### src/dly_config.svh
/*
 * Build-time sizing for the delay bank.
 * Included by the channel package and by every module that sizes ports or
 * holds the default tap.
 */

`ifndef DLY_CONFIG_SVH
`define DLY_CONFIG_SVH

// ********************
// bank geometry
// ********************

`define DLY_NUM_CHAN    4   // delay channels in the bank
`define DLY_TAP_WIDTH   6   // tap range 0..63, line depth follows

// tap value after reset and after a load command
`define DLY_DEFAULT_TAP 5

`endif

### src/dly_cmd_pkg.sv
/*
 * Control types for the delay bank.
 * Holds the user strobe bundle and the single-cycle command that the
 * decode stage sends to one channel.
 */

package dly_cmd_pkg;

    // ********************
    // user side levels
    // ********************
    typedef struct packed {
        logic ld;       // load default tap, acts on rising edge
        logic adj;      // move tap one step, acts on rising edge
        logic incdec;   // step direction, 1 counts up
    } dly_ctrl_t;

    // ********************
    // per channel pulse
    // ********************
    typedef struct packed {
        logic load;     // set tap to default
        logic step;     // move tap by one
        logic up;       // direction of the step
    } chan_cmd_t;

endpackage

### src/dly_chan_pkg.sv
/*
 * Channel side types of the delay bank.
 * Tap value and channel index widths follow the config macros, so any
 * module using these types stays in step with the bank size.
 */

`include "dly_config.svh"

package dly_chan_pkg;

    // one channel's delay setting, delay is tap+1 cycles
    typedef logic [`DLY_TAP_WIDTH-1:0] tap_t;

    // index of the channel a strobe or readback refers to
    typedef logic [$clog2(`DLY_NUM_CHAN)-1:0] chan_sel_t;

    // ********************
    // notes
    // ********************
    // taps saturate at both ends, there is no wrap
    // channel 0 maps to data bit 0 on both sides of the bank
    // the select is shared by the command path and the readback

endpackage

### src/dly_cmd_decode.sv
/*
 * Decode stage. Finds rising edges on the load and adjust strobes and
 * sends a one-cycle command to the channel picked by the select input.
 * All other channel slots stay idle, so at most one command is live.
 */

`timescale 1ns/1ns

`include "dly_config.svh"

module dly_cmd_decode (
    input  logic                                        clk,
    input  logic                                        reset,
    input  dly_chan_pkg::chan_sel_t                     sel_i,
    input  dly_cmd_pkg::dly_ctrl_t                      ctrl_i,
    output dly_cmd_pkg::chan_cmd_t [`DLY_NUM_CHAN-1:0]  cmd_o
);

    logic                   ld_prev;    // strobe levels from the last edge
    logic                   adj_prev;
    logic                   ld_rise;
    logic                   adj_rise;
    dly_cmd_pkg::chan_cmd_t cmd_next;   // command for the selected slot

    assign ld_rise  = ctrl_i.ld & ~ld_prev;
    assign adj_rise = ctrl_i.adj & ~adj_prev;

    // load has priority when both strobes rise together
    always_comb begin
        cmd_next.load = ld_rise;
        cmd_next.step = adj_rise & ~ld_rise;
        cmd_next.up   = ctrl_i.incdec & cmd_next.step;
    end

    // ********************
    // edge history and one-hot steering
    // ********************
    always_ff @(posedge clk) begin
        if (reset) begin
            ld_prev  <= 1'b0;   // a strobe high at release counts as an edge
            adj_prev <= 1'b0;
            cmd_o    <= '0;
        end else begin
            ld_prev  <= ctrl_i.ld;
            adj_prev <= ctrl_i.adj;
            for (int k = 0; k < `DLY_NUM_CHAN; k++) begin
                if (sel_i == k) begin
                    cmd_o[k] <= cmd_next;
                end else begin
                    cmd_o[k] <= '0;
                end
            end
        end
    end

endmodule

### src/dly_channel.sv
/*
 * Execute stage for one delay channel. A saturating tap counter follows
 * the load and step commands, and a shift register delays the data bit
 * by tap+1 clocks. Stands in for the vendor delay primitive.
 */

`timescale 1ns/1ns

`include "dly_config.svh"

module dly_channel (
    input  logic                   clk,
    input  logic                   reset,
    input  dly_cmd_pkg::chan_cmd_t cmd_i,
    input  logic                   data_i,
    output dly_chan_pkg::tap_t     tap_o,
    output logic                   data_o
);

    // one stage per possible tap value
    localparam int unsigned LINE_DEPTH = 1 << `DLY_TAP_WIDTH;

    localparam dly_chan_pkg::tap_t DEFAULT_TAP = `DLY_DEFAULT_TAP;
    localparam dly_chan_pkg::tap_t TAP_MAX     = {`DLY_TAP_WIDTH{1'b1}};

    dly_chan_pkg::tap_t    tap_q;
    logic                  tap_at_max;
    logic                  tap_at_min;
    logic [LINE_DEPTH-1:0] line_q;      // bit 0 is the newest sample

    assign tap_at_max = (tap_q == TAP_MAX);
    assign tap_at_min = (tap_q == '0);

    // ********************
    // tap counter
    // ********************
    always_ff @(posedge clk) begin
        if (reset) begin
            tap_q <= DEFAULT_TAP;
        end else if (cmd_i.load) begin
            tap_q <= DEFAULT_TAP;
        end else if (cmd_i.step) begin
            if (cmd_i.up) begin
                if (!tap_at_max) begin
                    tap_q <= tap_q + 1'b1;
                end
            end else begin
                if (!tap_at_min) begin
                    tap_q <= tap_q - 1'b1;
                end
            end
        end
    end

    // ********************
    // delay line
    // ********************
    // the line is cleared so the output starts at 0 after reset
    always_ff @(posedge clk) begin
        if (reset) begin
            line_q <= '0;
        end else begin
            line_q <= {line_q[LINE_DEPTH-2:0], data_i};
        end
    end

    // stage tap holds the input from tap+1 edges back
    assign data_o = line_q[tap_q];
    assign tap_o  = tap_q;

endmodule

### src/dly_tap_readback.sv
/*
 * Result stage. Picks the tap of the selected channel and registers it
 * for the readback port, one clock after select and taps are sampled.
 */

`timescale 1ns/1ns

`include "dly_config.svh"

module dly_tap_readback (
    input  logic                                    clk,
    input  logic                                    reset,
    input  dly_chan_pkg::chan_sel_t                 sel_i,
    input  dly_chan_pkg::tap_t [`DLY_NUM_CHAN-1:0]  taps_i,
    output dly_chan_pkg::tap_t                      tap_val_o
);

    // single indexed mux feeding the output register
    always_ff @(posedge clk) begin
        if (reset) begin
            tap_val_o <= '0;
        end else begin
            tap_val_o <= taps_i[sel_i];
        end
    end

endmodule

### src/dly_bank_top.sv
/*
 * Top level of the four channel delay bank. Strobes are decoded into
 * per channel commands, each channel delays its own data bit, and the
 * selected channel's tap is read back on tap_val_o.
 */

`timescale 1ns/1ns

`include "dly_config.svh"

module dly_bank_top (
    input  logic                        clk,
    input  logic                        reset,
    input  dly_chan_pkg::chan_sel_t     sel_i,
    input  dly_cmd_pkg::dly_ctrl_t      ctrl_i,
    input  logic [`DLY_NUM_CHAN-1:0]    data_i,
    output logic [`DLY_NUM_CHAN-1:0]    data_o,
    output dly_chan_pkg::tap_t          tap_val_o
);

    dly_cmd_pkg::chan_cmd_t [`DLY_NUM_CHAN-1:0] chan_cmd;   // one-hot command slots
    dly_chan_pkg::tap_t     [`DLY_NUM_CHAN-1:0] chan_tap;   // live tap per channel

    // ********************
    // decode
    // ********************
    dly_cmd_decode u_decode (
        .clk    (clk),
        .reset  (reset),
        .sel_i  (sel_i),
        .ctrl_i (ctrl_i),
        .cmd_o  (chan_cmd)
    );

    // ********************
    // execute
    // ********************
    for (genvar k = 0; k < `DLY_NUM_CHAN; k++) begin : g_chan
        dly_channel u_channel (
            .clk    (clk),
            .reset  (reset),
            .cmd_i  (chan_cmd[k]),
            .data_i (data_i[k]),
            .tap_o  (chan_tap[k]),
            .data_o (data_o[k])
        );
    end

    // ********************
    // result
    // ********************
    dly_tap_readback u_readback (
        .clk       (clk),
        .reset     (reset),
        .sel_i     (sel_i),
        .taps_i    (chan_tap),
        .tap_val_o (tap_val_o)
    );

endmodule

### config.mk
export PLATFORM = sky130hd
export DESIGN_NAME = dly_bank_top
export DESIGN_NICKNAME = d
export VERILOG_FILES = /design/src/dly_cmd_pkg.sv /design/src/dly_chan_pkg.sv /design/src/dly_cmd_decode.sv /design/src/dly_channel.sv /design/src/dly_tap_readback.sv /design/src/dly_bank_top.sv
export VERILOG_INCLUDE_DIRS = /design/src
export SDC_FILE = /design/constraint.sdc
export NUM_CORES = 1
export LEC_CHECK = 0
export ABC_AREA = 1
export BUFFER_PORTS_ARGS = -buffer_cell sky130_fd_sc_hd__buf_2
export CORE_AREA = 2 2 191 193
export CTS_CLUSTER_DIAMETER = 200
export DETAILED_ROUTE_END_ITERATION = 8
export DIE_AREA = 0 0 193 195
export GPL_ROUTABILITY_DRIVEN = 0
export GPL_TIMING_DRIVEN = 0
export PLACE_DENSITY_LB_ADDON = 0.1
export SLEW_MARGIN = 10
export SYNTH_ARGS = -nofsm -noshare
export SYNTH_HDL_FRONTEND = slang
export SYNTH_SLANG_ARGS = --single-unit
### constraint.sdc
create_clock -name clk -period 2.1 [get_ports clk]
set_clock_uncertainty 0.1 [all_clocks]
set_input_delay 0.21 -clock clk [delete_from_list [all_inputs] [get_ports clk]]
set_output_delay 0.21 -clock clk [all_outputs]
set_load 0.01 [all_outputs]
==> results of run 1 <==
registers in the layout (all words and copies together) (netlist names):
| register | flops |
|---|---|
| g_chan.u_channel.line_q | 256 |
| u_decode.adj_prev | 1 |
| g_chan.u_channel.tap_o | 24 |
| u_decode.ld_prev | 1 |
| u_decode.cmd_o | 12 |
| u_readback.tap_val_o | 6 |
what timing repair did:
action                                  CTS  global route
resized for setup                       149            68
setup buffers                            27             3
endpoints found under the setup margin    4             4
pin swaps                                36            50
endpoints found under the hold margin    14             0
gates cloned                              7             3
hold buffers                             10             0
power by group:
| group | switching, W | leakage, nW | total, W | internal (W) |
|---|---|---|---|---|
| Sequential | 0.0000212 | 2.42 | 0.00574 | 0.00572 |
| Combinational | 0.000353 | 3.66 | 0.000575 | 0.000221 |
| Clock | 0.00236 | 0.597 | 0.00630 | 0.00394 |
how the worst max path moves through the flow:
stage	slack [ns]	depth (start not counted)	end	from
after CTS	-0.25	13	data_o[0]	g_chan[0].u_channel.tap_o[0]
after detailed placement	-0.06	11	data_o[3]	g_chan[3].u_channel.tap_o[1]
after global placement	-0.06	11	data_o[3]	g_chan[3].u_channel.tap_o[1]
after global routing	-0.33	11	data_o[0]	g_chan[0].u_channel.tap_o[0]
final	-0.19	11	data_o[0]	g_chan[0].u_channel.tap_o[0]
after floorplan	0.45	8	g_chan[2].u_channel.tap_o[4]	u_decode.cmd_o[6]
cells in the final DEF (no fill, tap or decap), types with 22 or more instances in the layout:
cell and n:
a21oi_1 29, buf_2 45, buf_4 22, clkbuf_16 40, dfxtp_1 291, inv_1 295
nand2_1 345, nand3_1 152, nand3_2 60, nor2_1 308
final cells by class:
type                            instances  area share
Antenna cell                            1    0.000162
Buffer                                 74      0.0503
Clock buffer                           56      0.0712
Clock inverter                          7     0.00714
Inverter                              313      0.0794
Multi-Input combinational cell       1015       0.321
Sequential cell                       300       0.391
Tap cell                              461      0.0374
Timing Repair Buffer                   64      0.0420
per-layer routing:
metal  wire length (um)  part of all wire
met1              15700              0.49
met2              14300              0.45
met3               1110             0.035
met4                723             0.023
met5                  0                 0
metrics by stage:
step	hold WS (ns)	instance area (sq um)	worst slack, ns
finish	0.218	15400	-0.187
global route	0.279	15400	-0.328
CTS	0.227	15100	-0.247
detailed placement	0.311	13000	-0.0563
global placement	0.306	13000	-0.0643
floorplan	0.217	12300	0.447
logic make-up (layout without fill, tap and decap cells):
family                     Yosys count  after routing  synth area share
other                                0              1                 0
adders and majority gates           20             20            0.0228
and+or+nand+nor                    905            905             0.306
buffers and inverters              392            514             0.135
DFF                                300            300             0.489
xor gates and xnor gates            10             10           0.00713
AOI/OAI and AO/OA                   80             80            0.0403
synthesized netlist by cell type:
library cell  count  area share
o21ai_0          11      0.0045
xnor2_1           6      0.0043
clkinv_1          1     0.00031
a21o_1            4      0.0024
o21ai_1           6      0.0024
o22ai_1           6      0.0031
buf_2            47       0.019
o211ai_2          1      0.0010
nor3_2            3      0.0024
inv_1           297       0.091
a221oi_1          6      0.0043
nand3_2           4      0.0033
a211oi_2          1      0.0010
or2_2             6      0.0031
nor2_1          309       0.094
nand4_2           1      0.0010
inv_2            12      0.0037
nor3_1            5      0.0020
a21oi_1          30       0.012
nor2_2            2      0.0010
nor4_1            1     0.00051
buf_6             6      0.0055
nand2_1         359        0.11
dfxtp_1         300        0.49
buf_4            22       0.013
fa_1              4      0.0065
ha_1             16       0.016
nand3_1         208       0.085
clkbuf_1          4      0.0012
nand2_2           1     0.00051
nand4_1           6      0.0031
xor2_1            4      0.0029
a21oi_2           2      0.0014
inv_4             3      0.0015
o211ai_1         12      0.0073
o21bai_1          1     0.00061
worst max-delay path, delay by kind of cell (launching register included):
family / cells / cell delay (ns)
and+or+nand+nor: 9 / 0.71
buffers and inverters: 2 / 0.30
DFF: 1 / 0.46
==> flow_summary.ini, run 1 <==
[worst_setup_path]
r2r-start = u_decode.cmd_o[6]
r2r_end = g_chan[2].u_channel.tap_o[5]
path_cells = buf_8 -> nand2_1 -> nand3_1 -> nand2_1 -> nand2_1 -> nand2_1 -> nor2_2 -> nor2_1 -> nor2_1 -> nand2_2 -> buf_6
cpMostUsedCell = nand2_1
critPathKind = flop to output pin
reg2reg_slack_ns = 0.21
r2r_cells = 10
critPathSlowestCell = dfxtp_4
endpoint_kind = output pin
required_ns = 1.79
start_kind = flop
crit_arrival_ns = 1.98
crit_path_max_incr_delay_ns = 0.46
crit_fanout = 9

[finish]
finish.utilization = 0.436
final_nets = 1834
syn2layout_area_growth_pct = 25.4
drive_gt1_frac = 0.163
instances_no_fill = 2291
n_fill_cell = 3644
multi_input_area_sq_mm = 0.00496
seqCellArea_sq_mm = 0.00603

[synthesis]
ys_ff_latch = 300
synthCells = 1707
syn_nets = 1738
avgSynthCellArea_sq_um = 7.20
synth_cell_types = 36
yosysSeqAreaShare = 0.489
synth_warnings = 0
syn_area_sq_mm = 0.0123

[floorplanning]
coreArea_sq_mm = 0.0354
die_area_sq_mm = 0.0376
initial_core_util = 0.347
dieHeight_um = 195
io_pins = 21
fp.dieW_um = 193
row_count = 69

[placed_design]
dp_cells = 2187
dp_hpwl_mm = 20.7
numPortBuffers = 19

[clock_tree]
cts_sinks = 300
root_buffer = clkbuf_16
htree_levels = 2
path_clk_slew_ns = 0.06
clk_latency_ns = 0.51
cts_tree = done
cts_buffer_depth = 3
cts-buffers-inserted = 35

[sta]
rsz0062_at_grt = true
finalCritPeriodShare = 1.09
tns_ns = -0.609
layout_setup_ws_ns = -0.187
worstMarginPinSlew_ns = 0.578
slew_violations = 0
final_hold_viol_count = 0
max_freq_ghz = 0.437
finalSetupViolCount = 4
slew_headroom = 0.615
period_minus_slack_ns = 2.29

[detailed_routing]
wl_per_cell_um = 13.9
detail-route-antenna-nets = 0
vias = 10300
vias_per_cell = 4.49
drtPass1Iterations = 7
wl_mm = 31.8
drt-initial-drc-count = 544
drcViolationCount = 0

[min_path]
hp-start = reset
hold_path_end = g_chan[2].u_channel.tap_o[4]
whs_path_depth = 4
hold_class = input pin to flop

[power]
worst_ir_drop_vdd_v = 0.000514
total_power_w = 0.0126
power_leakage_nw = 6.67
power_density_mw_per_mm2 = 818

[grt]
met2_usage = 0.281
grt_pass1_wl_mm = 51.7
grt-ovfl-total = 0
grt.met3_usage = 0.0271
grt_max_degree = 13
track_usage = 0.172
grt_pass1_vias = 10000
met1_usage = 0.234
antenna_found_initial = 1
grt-busiest-layer = met2

[status]
status = finished with violations
violations = setup timing

[job]
drv_cap = 0
Power figures use the tool's default switching activity.
==> inputs of run 2 (changes only) <==
Settings changed: ABC_AREA 1 to unset, CORE_AREA 2 2 191 193 to 2 2 175 177, DIE_AREA 0 0 193 195 to 0 0 177 179.
==> run 2 against run 1 <==
Effect of this change: the flow still finishes with violations (setup timing); via count down 31%; synthesized area is 6.7% lower; non-clock buffer count decreased by 24; sequential power barely moved; total power down 6.6%; first-iteration DRC count is 35% lower; sequential share of layout area grew 4.7 points; critical path depth fell by 3; combinational power is 41% lower; routed wire length shrank 23%; highest routed layer is now met5.
==> flow_summary.ini, run 2 <==
[floorplanning]
die_area_sq_mm = 0.0317
coreArea_sq_mm = 0.0300
initial_core_util = 0.382
dieHeight_um = 179
row_count = 64
io_pins = 21
fp.dieW_um = 177

[synthesis]
async_flop_share = 0
ys.flop_type = dfxtp_1
ys_ff_latch = 300
syn_area_sq_mm = 0.0115
synth_area_leaders = dfxtp_1 (52%), nor2b_1 (15%), mux4_2 (14%)
synth_edf_count = 0
syn_nets = 1000
yosysSeqAreaShare = 0.524
synth_most_common_cell = dfxtp_1
yosysTopAreaCell = dfxtp_1
synthCells = 969
netlist.area_leader.share = 0.524
synth_cell_types = 56
avgSynthCellArea_sq_um = 11.8
synth_warnings = 0
yosys-top-cells-count = dfxtp_1 (300), nor2b_1 (275), mux4_2 (73)

[worst_setup_path]
endpoint = data_o[2]
critPathKind = flop to output pin
r2r_end = g_chan[2].u_channel.tap_o[4]
r2r-start = g_chan[2].u_channel.tap_o[4]
crit_arrival_ns = 2.53
required_ns = 1.79
endpoint_kind = output pin
critPathLaunch = g_chan[2].u_channel.tap_o[0]
r2r_cells = 6
start_kind = flop
crit_fanout = 5
reg2reg_slack_ns = -0.02

[finish]
n_fill_cell = 2818
final_nets = 1087
antenna_cells = 0
largest_reg_flops = 256
syn2layout_area_growth_pct = 20.0
instances_no_fill = 1476
finish.utilization = 0.459
largest-register = g_chan.u_channel.line_q
mostFrequentLayoutCells = dfxtp_1 (287), nor2b_1 (275), mux4_2 (73)
drive_gt1_frac = 0.220
final_common_cell = dfxtp_1

[detailed_routing]
wl_mm = 24.4
detail-route-antenna-nets = 0
vias_per_cell = 4.83
wl_per_cell_um = 16.5
drcViolationCount = 0
drtPass1Iterations = 6
drt-initial-drc-count = 356
vias = 7134

[sta]
tns_ns = -2.67
layout_setup_ws_ns = -0.737
slew_violations = 0
finalSetupViolCount = 6
worstMarginPinSlew_ns = 0.720
period_minus_slack_ns = 2.84
finalCritPeriodShare = 1.35
final_hold_viol_count = 0
rsz0062_at_grt = true
slew_headroom = 0.520
max_freq_ghz = 0.353

[status]
violations = setup timing
status = finished with violations

[clock_tree]
path_clk_slew_ns = 0.06
cts_buffer_depth = 3
htree_levels = 2
cts-buffers-inserted = 35
root_buffer = clkbuf_16
clk_latency_ns = 0.51
cts_sinks = 300
cts_tree = done

[job]
drv_cap = 0

[placed_design]
dp_hpwl_mm = 15.9
numPortBuffers = 19
dp_cells = 1384

[grt]
grt_pass1_wl_mm = 39.5
grt_max_degree = 13
antenna_found_initial = 1
grt_pass1_vias = 7169
track_usage = 0.158
grt-ovfl-total = 0

[power]
power_density_mw_per_mm2 = 856
worst_ir_drop_vdd_v = 0.000459
total_power_w = 0.0118
power_leakage_nw = 5.13

[min_path]
hold_class = input pin to flop
-- run 2: routing by layer --
metal	vias up	wire (um)	GRT usage
met4	2	551	0.0489
met1	3466	12400	0.226
met2	92	10700	0.242
li1	3534	-	-
met5	-	16	0
met3	40	733	0.0307
-- run 2: timing repair --
action | in CTS | in global routing
gates cloned | 2 | 0
hold buffers | 8 | 0
setup buffers | 21 | 4
pin swaps | 9 | 11
endpoints found under the setup margin | 14 | 21
hold endpoints to repair | 10 | 0
resized for setup | 52 | 30
-- run 2: worst min-delay path by stage --
stage | to | start | slack (ns) | depth (start not counted)
4_1_cts | u_decode.ld_prev | reset | 0.02 | 2
5_1_grt | u_decode.ld_prev | reset | 0.05 | 2
3_3_place_gp | g_chan[3].u_channel.line_q[0] | data_i[3] | 0.32 | 2
2_1_floorplan | g_chan[0].u_channel.line_q[0] | data_i[0] | 0.24 | 1
3_5_place_dp | g_chan[3].u_channel.line_q[0] | data_i[3] | 0.33 | 2
6_report | u_decode.ld_prev | reset | 0.03 | 2
-- run 2: cell families after synthesis --
logic type | count (synthesis) | synth area share
adder cells (fa/ha/maj) | 20 | 0.0244
buffers and inverters | 73 | 0.0312
XOR/XNOR | 11 | 0.00840
flip-flops | 300 | 0.524
multiplexers | 91 | 0.159
AND/OR/NAND/NOR | 399 | 0.203
AO/OA/AOI/OAI | 75 | 0.0502
-- run 2: critical path: stages (launching register included) --
cell and delay [ns]:
dfxtp_2 0.34, buf_8 0.12, buf_6 0.11, buf_12 0.12, mux4_2 0.51, mux2_4 0.29
a2111oi_4 0.30, nor3_2 0.10, buf_6 0.13
-- run 2: layout make-up --
| class | count | area (sq um) | share of cell area |
|---|---|---|---|
| Multi-Input combinational cell | 596 | 5230 | 0.380 |
| Clock buffer | 51 | 1030 | 0.0745 |
| Tap cell | 396 | 495 | 0.0360 |
| Clock inverter | 10 | 61.3 | 0.00445 |
| Buffer | 60 | 402 | 0.0292 |
| Sequential cell | 300 | 6030 | 0.438 |
| Inverter | 9 | 36.3 | 0.00264 |
| Timing Repair Buffer | 54 | 492 | 0.0357 |
-- run 2: per-stage QoR --
step | hold slack (ns) | area, sq um | setup slack, ns
4_1_cts | 0.0179 | 13600 | -0.781
6_report | 0.0304 | 13800 | -0.737
3_5_place_dp | 0.330 | 12100 | -0.756
3_3_place_gp | 0.322 | 12100 | -0.726
5_1_grt | 0.0479 | 13800 | -0.827
2_1_floorplan | 0.238 | 11500 | -0.0792
-- run 2: report_power, final --
part	switching, W	total, W	internal (W)
logic	0.000202	0.000341	0.000139
registers	0.0000167	0.00573	0.00571
clock network	0.00232	0.00571	0.00339
total	0.00254	0.0118	0.00924
==> inputs of run 3 (changes only) <==
==> constraint.sdc (replaced) <==
create_clock -name clk -period 2.5 [get_ports clk]
set_clock_uncertainty 0.1 [all_clocks]
set_input_delay 0.5 -clock clk [delete_from_list [all_inputs] [get_ports clk]]
set_output_delay 0.5 -clock clk [all_outputs]
set_load 0.01 [all_outputs]
==> run 3 against run 2 <==
Effect of this change: the run still ends with setup timing left; first-iteration DRC count is 16% lower; global-route usage is 0.18 points higher; largest cell class unchanged; sequential power is 16% lower; setup slack better by 0.14 ns; highest routed layer is now met4; largest power group is now clock.
==> flow_summary.ini, run 3 (synthesis gave the netlist of run 2 again) <==
[placed_design]
dp_cells = 1384
dp_hpwl_mm = 16.0
pre_cts_slack_ns = -0.631
numPortBuffers = 19

[sta]
period_minus_slack_ns = 3.10
rsz0062_at_grt = true
finalSetupViolCount = 4
whs_ns = 0.0979
finalCritPeriodShare = 1.24
max_freq_ghz = 0.323
worstMarginPinSlew_ns = 0.775
layout_setup_ws_ns = -0.596
final_hold_viol_count = 0
slew_violations = 0
tns_ns = -2.16
slew_headroom = 0.481

[clock_tree]
htree_levels = 2
clk_latency_ns = 0.51
cts_sinks = 300
cts_buffer_depth = 3
root_buffer = clkbuf_16
cts-buffers-inserted = 34
holdBufCountCts = 0
path_clk_slew_ns = 0.06
cts_tree = done

[detailed_routing]
wl_mm = 24.1
drt-initial-drc-count = 300
vias_per_cell = 4.85
wl_per_cell_um = 16.5
drcViolationCount = 0
vias = 7095
detail-route-antenna-nets = 0
drtPass1Iterations = 4

[floorplanning]
initial_core_util = 0.382
fp.dieW_um = 177
row_count = 64
dieHeight_um = 179
die_area_sq_mm = 0.0317
coreArea_sq_mm = 0.0300
io_pins = 21

[worst_setup_path]
critPathSlowestCell = mux4_2
cpMostUsedCell = buf_6
start_kind = flop
crit_arrival_ns = 2.50
path_cells = buf_6 -> buf_6 -> buf_6 -> mux4_2 -> a22o_1 -> a221oi_2 -> mux4_2 -> inv_2 -> buf_6
reg2reg_slack_ns = 0.23
r2r_end = g_chan[1].u_channel.tap_o[5]
endpoint_kind = output pin
crit_path_max_incr_delay_ns = 0.49
r2r_cells = 7
critPathKind = flop to output pin
required_ns = 1.90
r2r-start = u_decode.cmd_o[3]
crit_fanout = 4

[finish]
drive_gt1_frac = 0.198
largest_reg_flops = 256
final_common_cell = dfxtp_1
final_nets = 1072
instances_no_fill = 1462
syn2layout_area_growth_pct = 19.7
mostFrequentLayoutCells = dfxtp_1 (295), nor2b_1 (275), mux4_2 (73)
largest-register = g_chan.u_channel.line_q

[power]
swShare = 0.201
power_frac_seq = 0.468
total_power_w = 0.0103
p_int_w = 0.00822
power_density_mw_per_mm2 = 749
pwr-share-clk = 0.505
worst_ir_drop_vdd_v = 0.000352
power_leakage_nw = 5.13
combPwrFrac = 0.027
switching_power_w = 0.00207

[grt]
antenna_found_initial = 0
grt-ovfl-total = 0
track_usage = 0.160
grt_max_degree = 13
grt_pass1_wl_mm = 39.8
grt_pass1_vias = 7169

[status]
violations = setup timing
status = finished with violations

[min_path]
hp-start = data_i[3]
whs_path_depth = 2
hold_path_end = g_chan[3].u_channel.line_q[0]
hold_class = input pin to flop

[job]
drv_cap = 0
-- run 3: cell types whose count changed in the layout (fill, tap and decap cells not counted), sizes merged --
cell	previous run	this run
bufbuf	0	1
clkinv	7	0
dlygate4sd3	8	0
clkbuf	92	97
bufinv	0	4
buf	65	57
inv	12	9
diode	0	2
-- run 3: metrics by stage --
step,util,cell area (sq um)
after floorplan,-,11500
after global placement,0.402,12100
after detailed placement,0.402,12100
after CTS,0.455,13700
after global routing,0.457,13700
final,0.457,13700
-- run 3: worst max path at each step --
stage	startpoint	end	slack, ns	depth (start not counted)
2_1_floorplan	g_chan[2].u_channel.tap_o[0]	data_o[2]	-0.02	7
3_3_place_gp	g_chan[1].u_channel.tap_o[1]	data_o[1]	-0.61	8
3_5_place_dp	g_chan[1].u_channel.tap_o[1]	data_o[1]	-0.63	8
4_1_cts	g_chan[1].u_channel.tap_o[0]	data_o[1]	-0.66	7
5_1_grt	g_chan[0].u_channel.tap_o[0]	data_o[0]	-0.71	9
6_report	g_chan[0].u_channel.tap_o[0]	data_o[0]	-0.60	9
-- run 3: power groups by stage --
stage	clock network [W]	registers (W)	logic, W
floorplan	0	0.00492	0.000177
global placement	0	0.00492	0.000253
detailed placement	0	0.00492	0.000253
CTS	0.00535	0.00481	0.000281
global route	0.00554	0.00481	0.000305
finish	0.00520	0.00482	0.000274
-- run 3: layout make-up --
cell class / instances / area [sq um]
Clock inverter: 4 / 120
Inverter: 9 / 33.8
Multi-Input combinational cell: 596 / 5200
Sequential cell: 300 / 6020
Antenna cell: 2 / 5.00
Tap cell: 396 / 495
Clock buffer: 55 / 1060
Buffer: 59 / 383
Timing Repair Buffer: 41 / 412
Fill cell: 2831 / 16300
-- run 3: layer usage --
metal,GRT usage,wire (um),share of wire,vias up
li1,-,-,-,3506
met1,0.231,12200,0.50,3465
met2,0.244,10500,0.44,79
met3,0.0295,838,0.035,45
met4,0.0468,580,0.024,0
met5,0,0,0,-
-- run 3: timing repair --
| action | 4_1_cts | 5_1_grt |
|---|---|---|
| setup buffers | 18 | 1 |
| pin swaps | 8 | 7 |
| endpoints found under the setup margin | 4 | 5 |
| cloned | 3 | 0 |
| resized for setup | 47 | 19 |
-- run 3: critical path: cells and delay by family (launching register included) --
family                 cells  cell delay (ns)
DFF                        1             0.33
buffers and inverters      5             0.47
AOI/OAI and AO/OA          2             0.42
muxes                      2             0.78
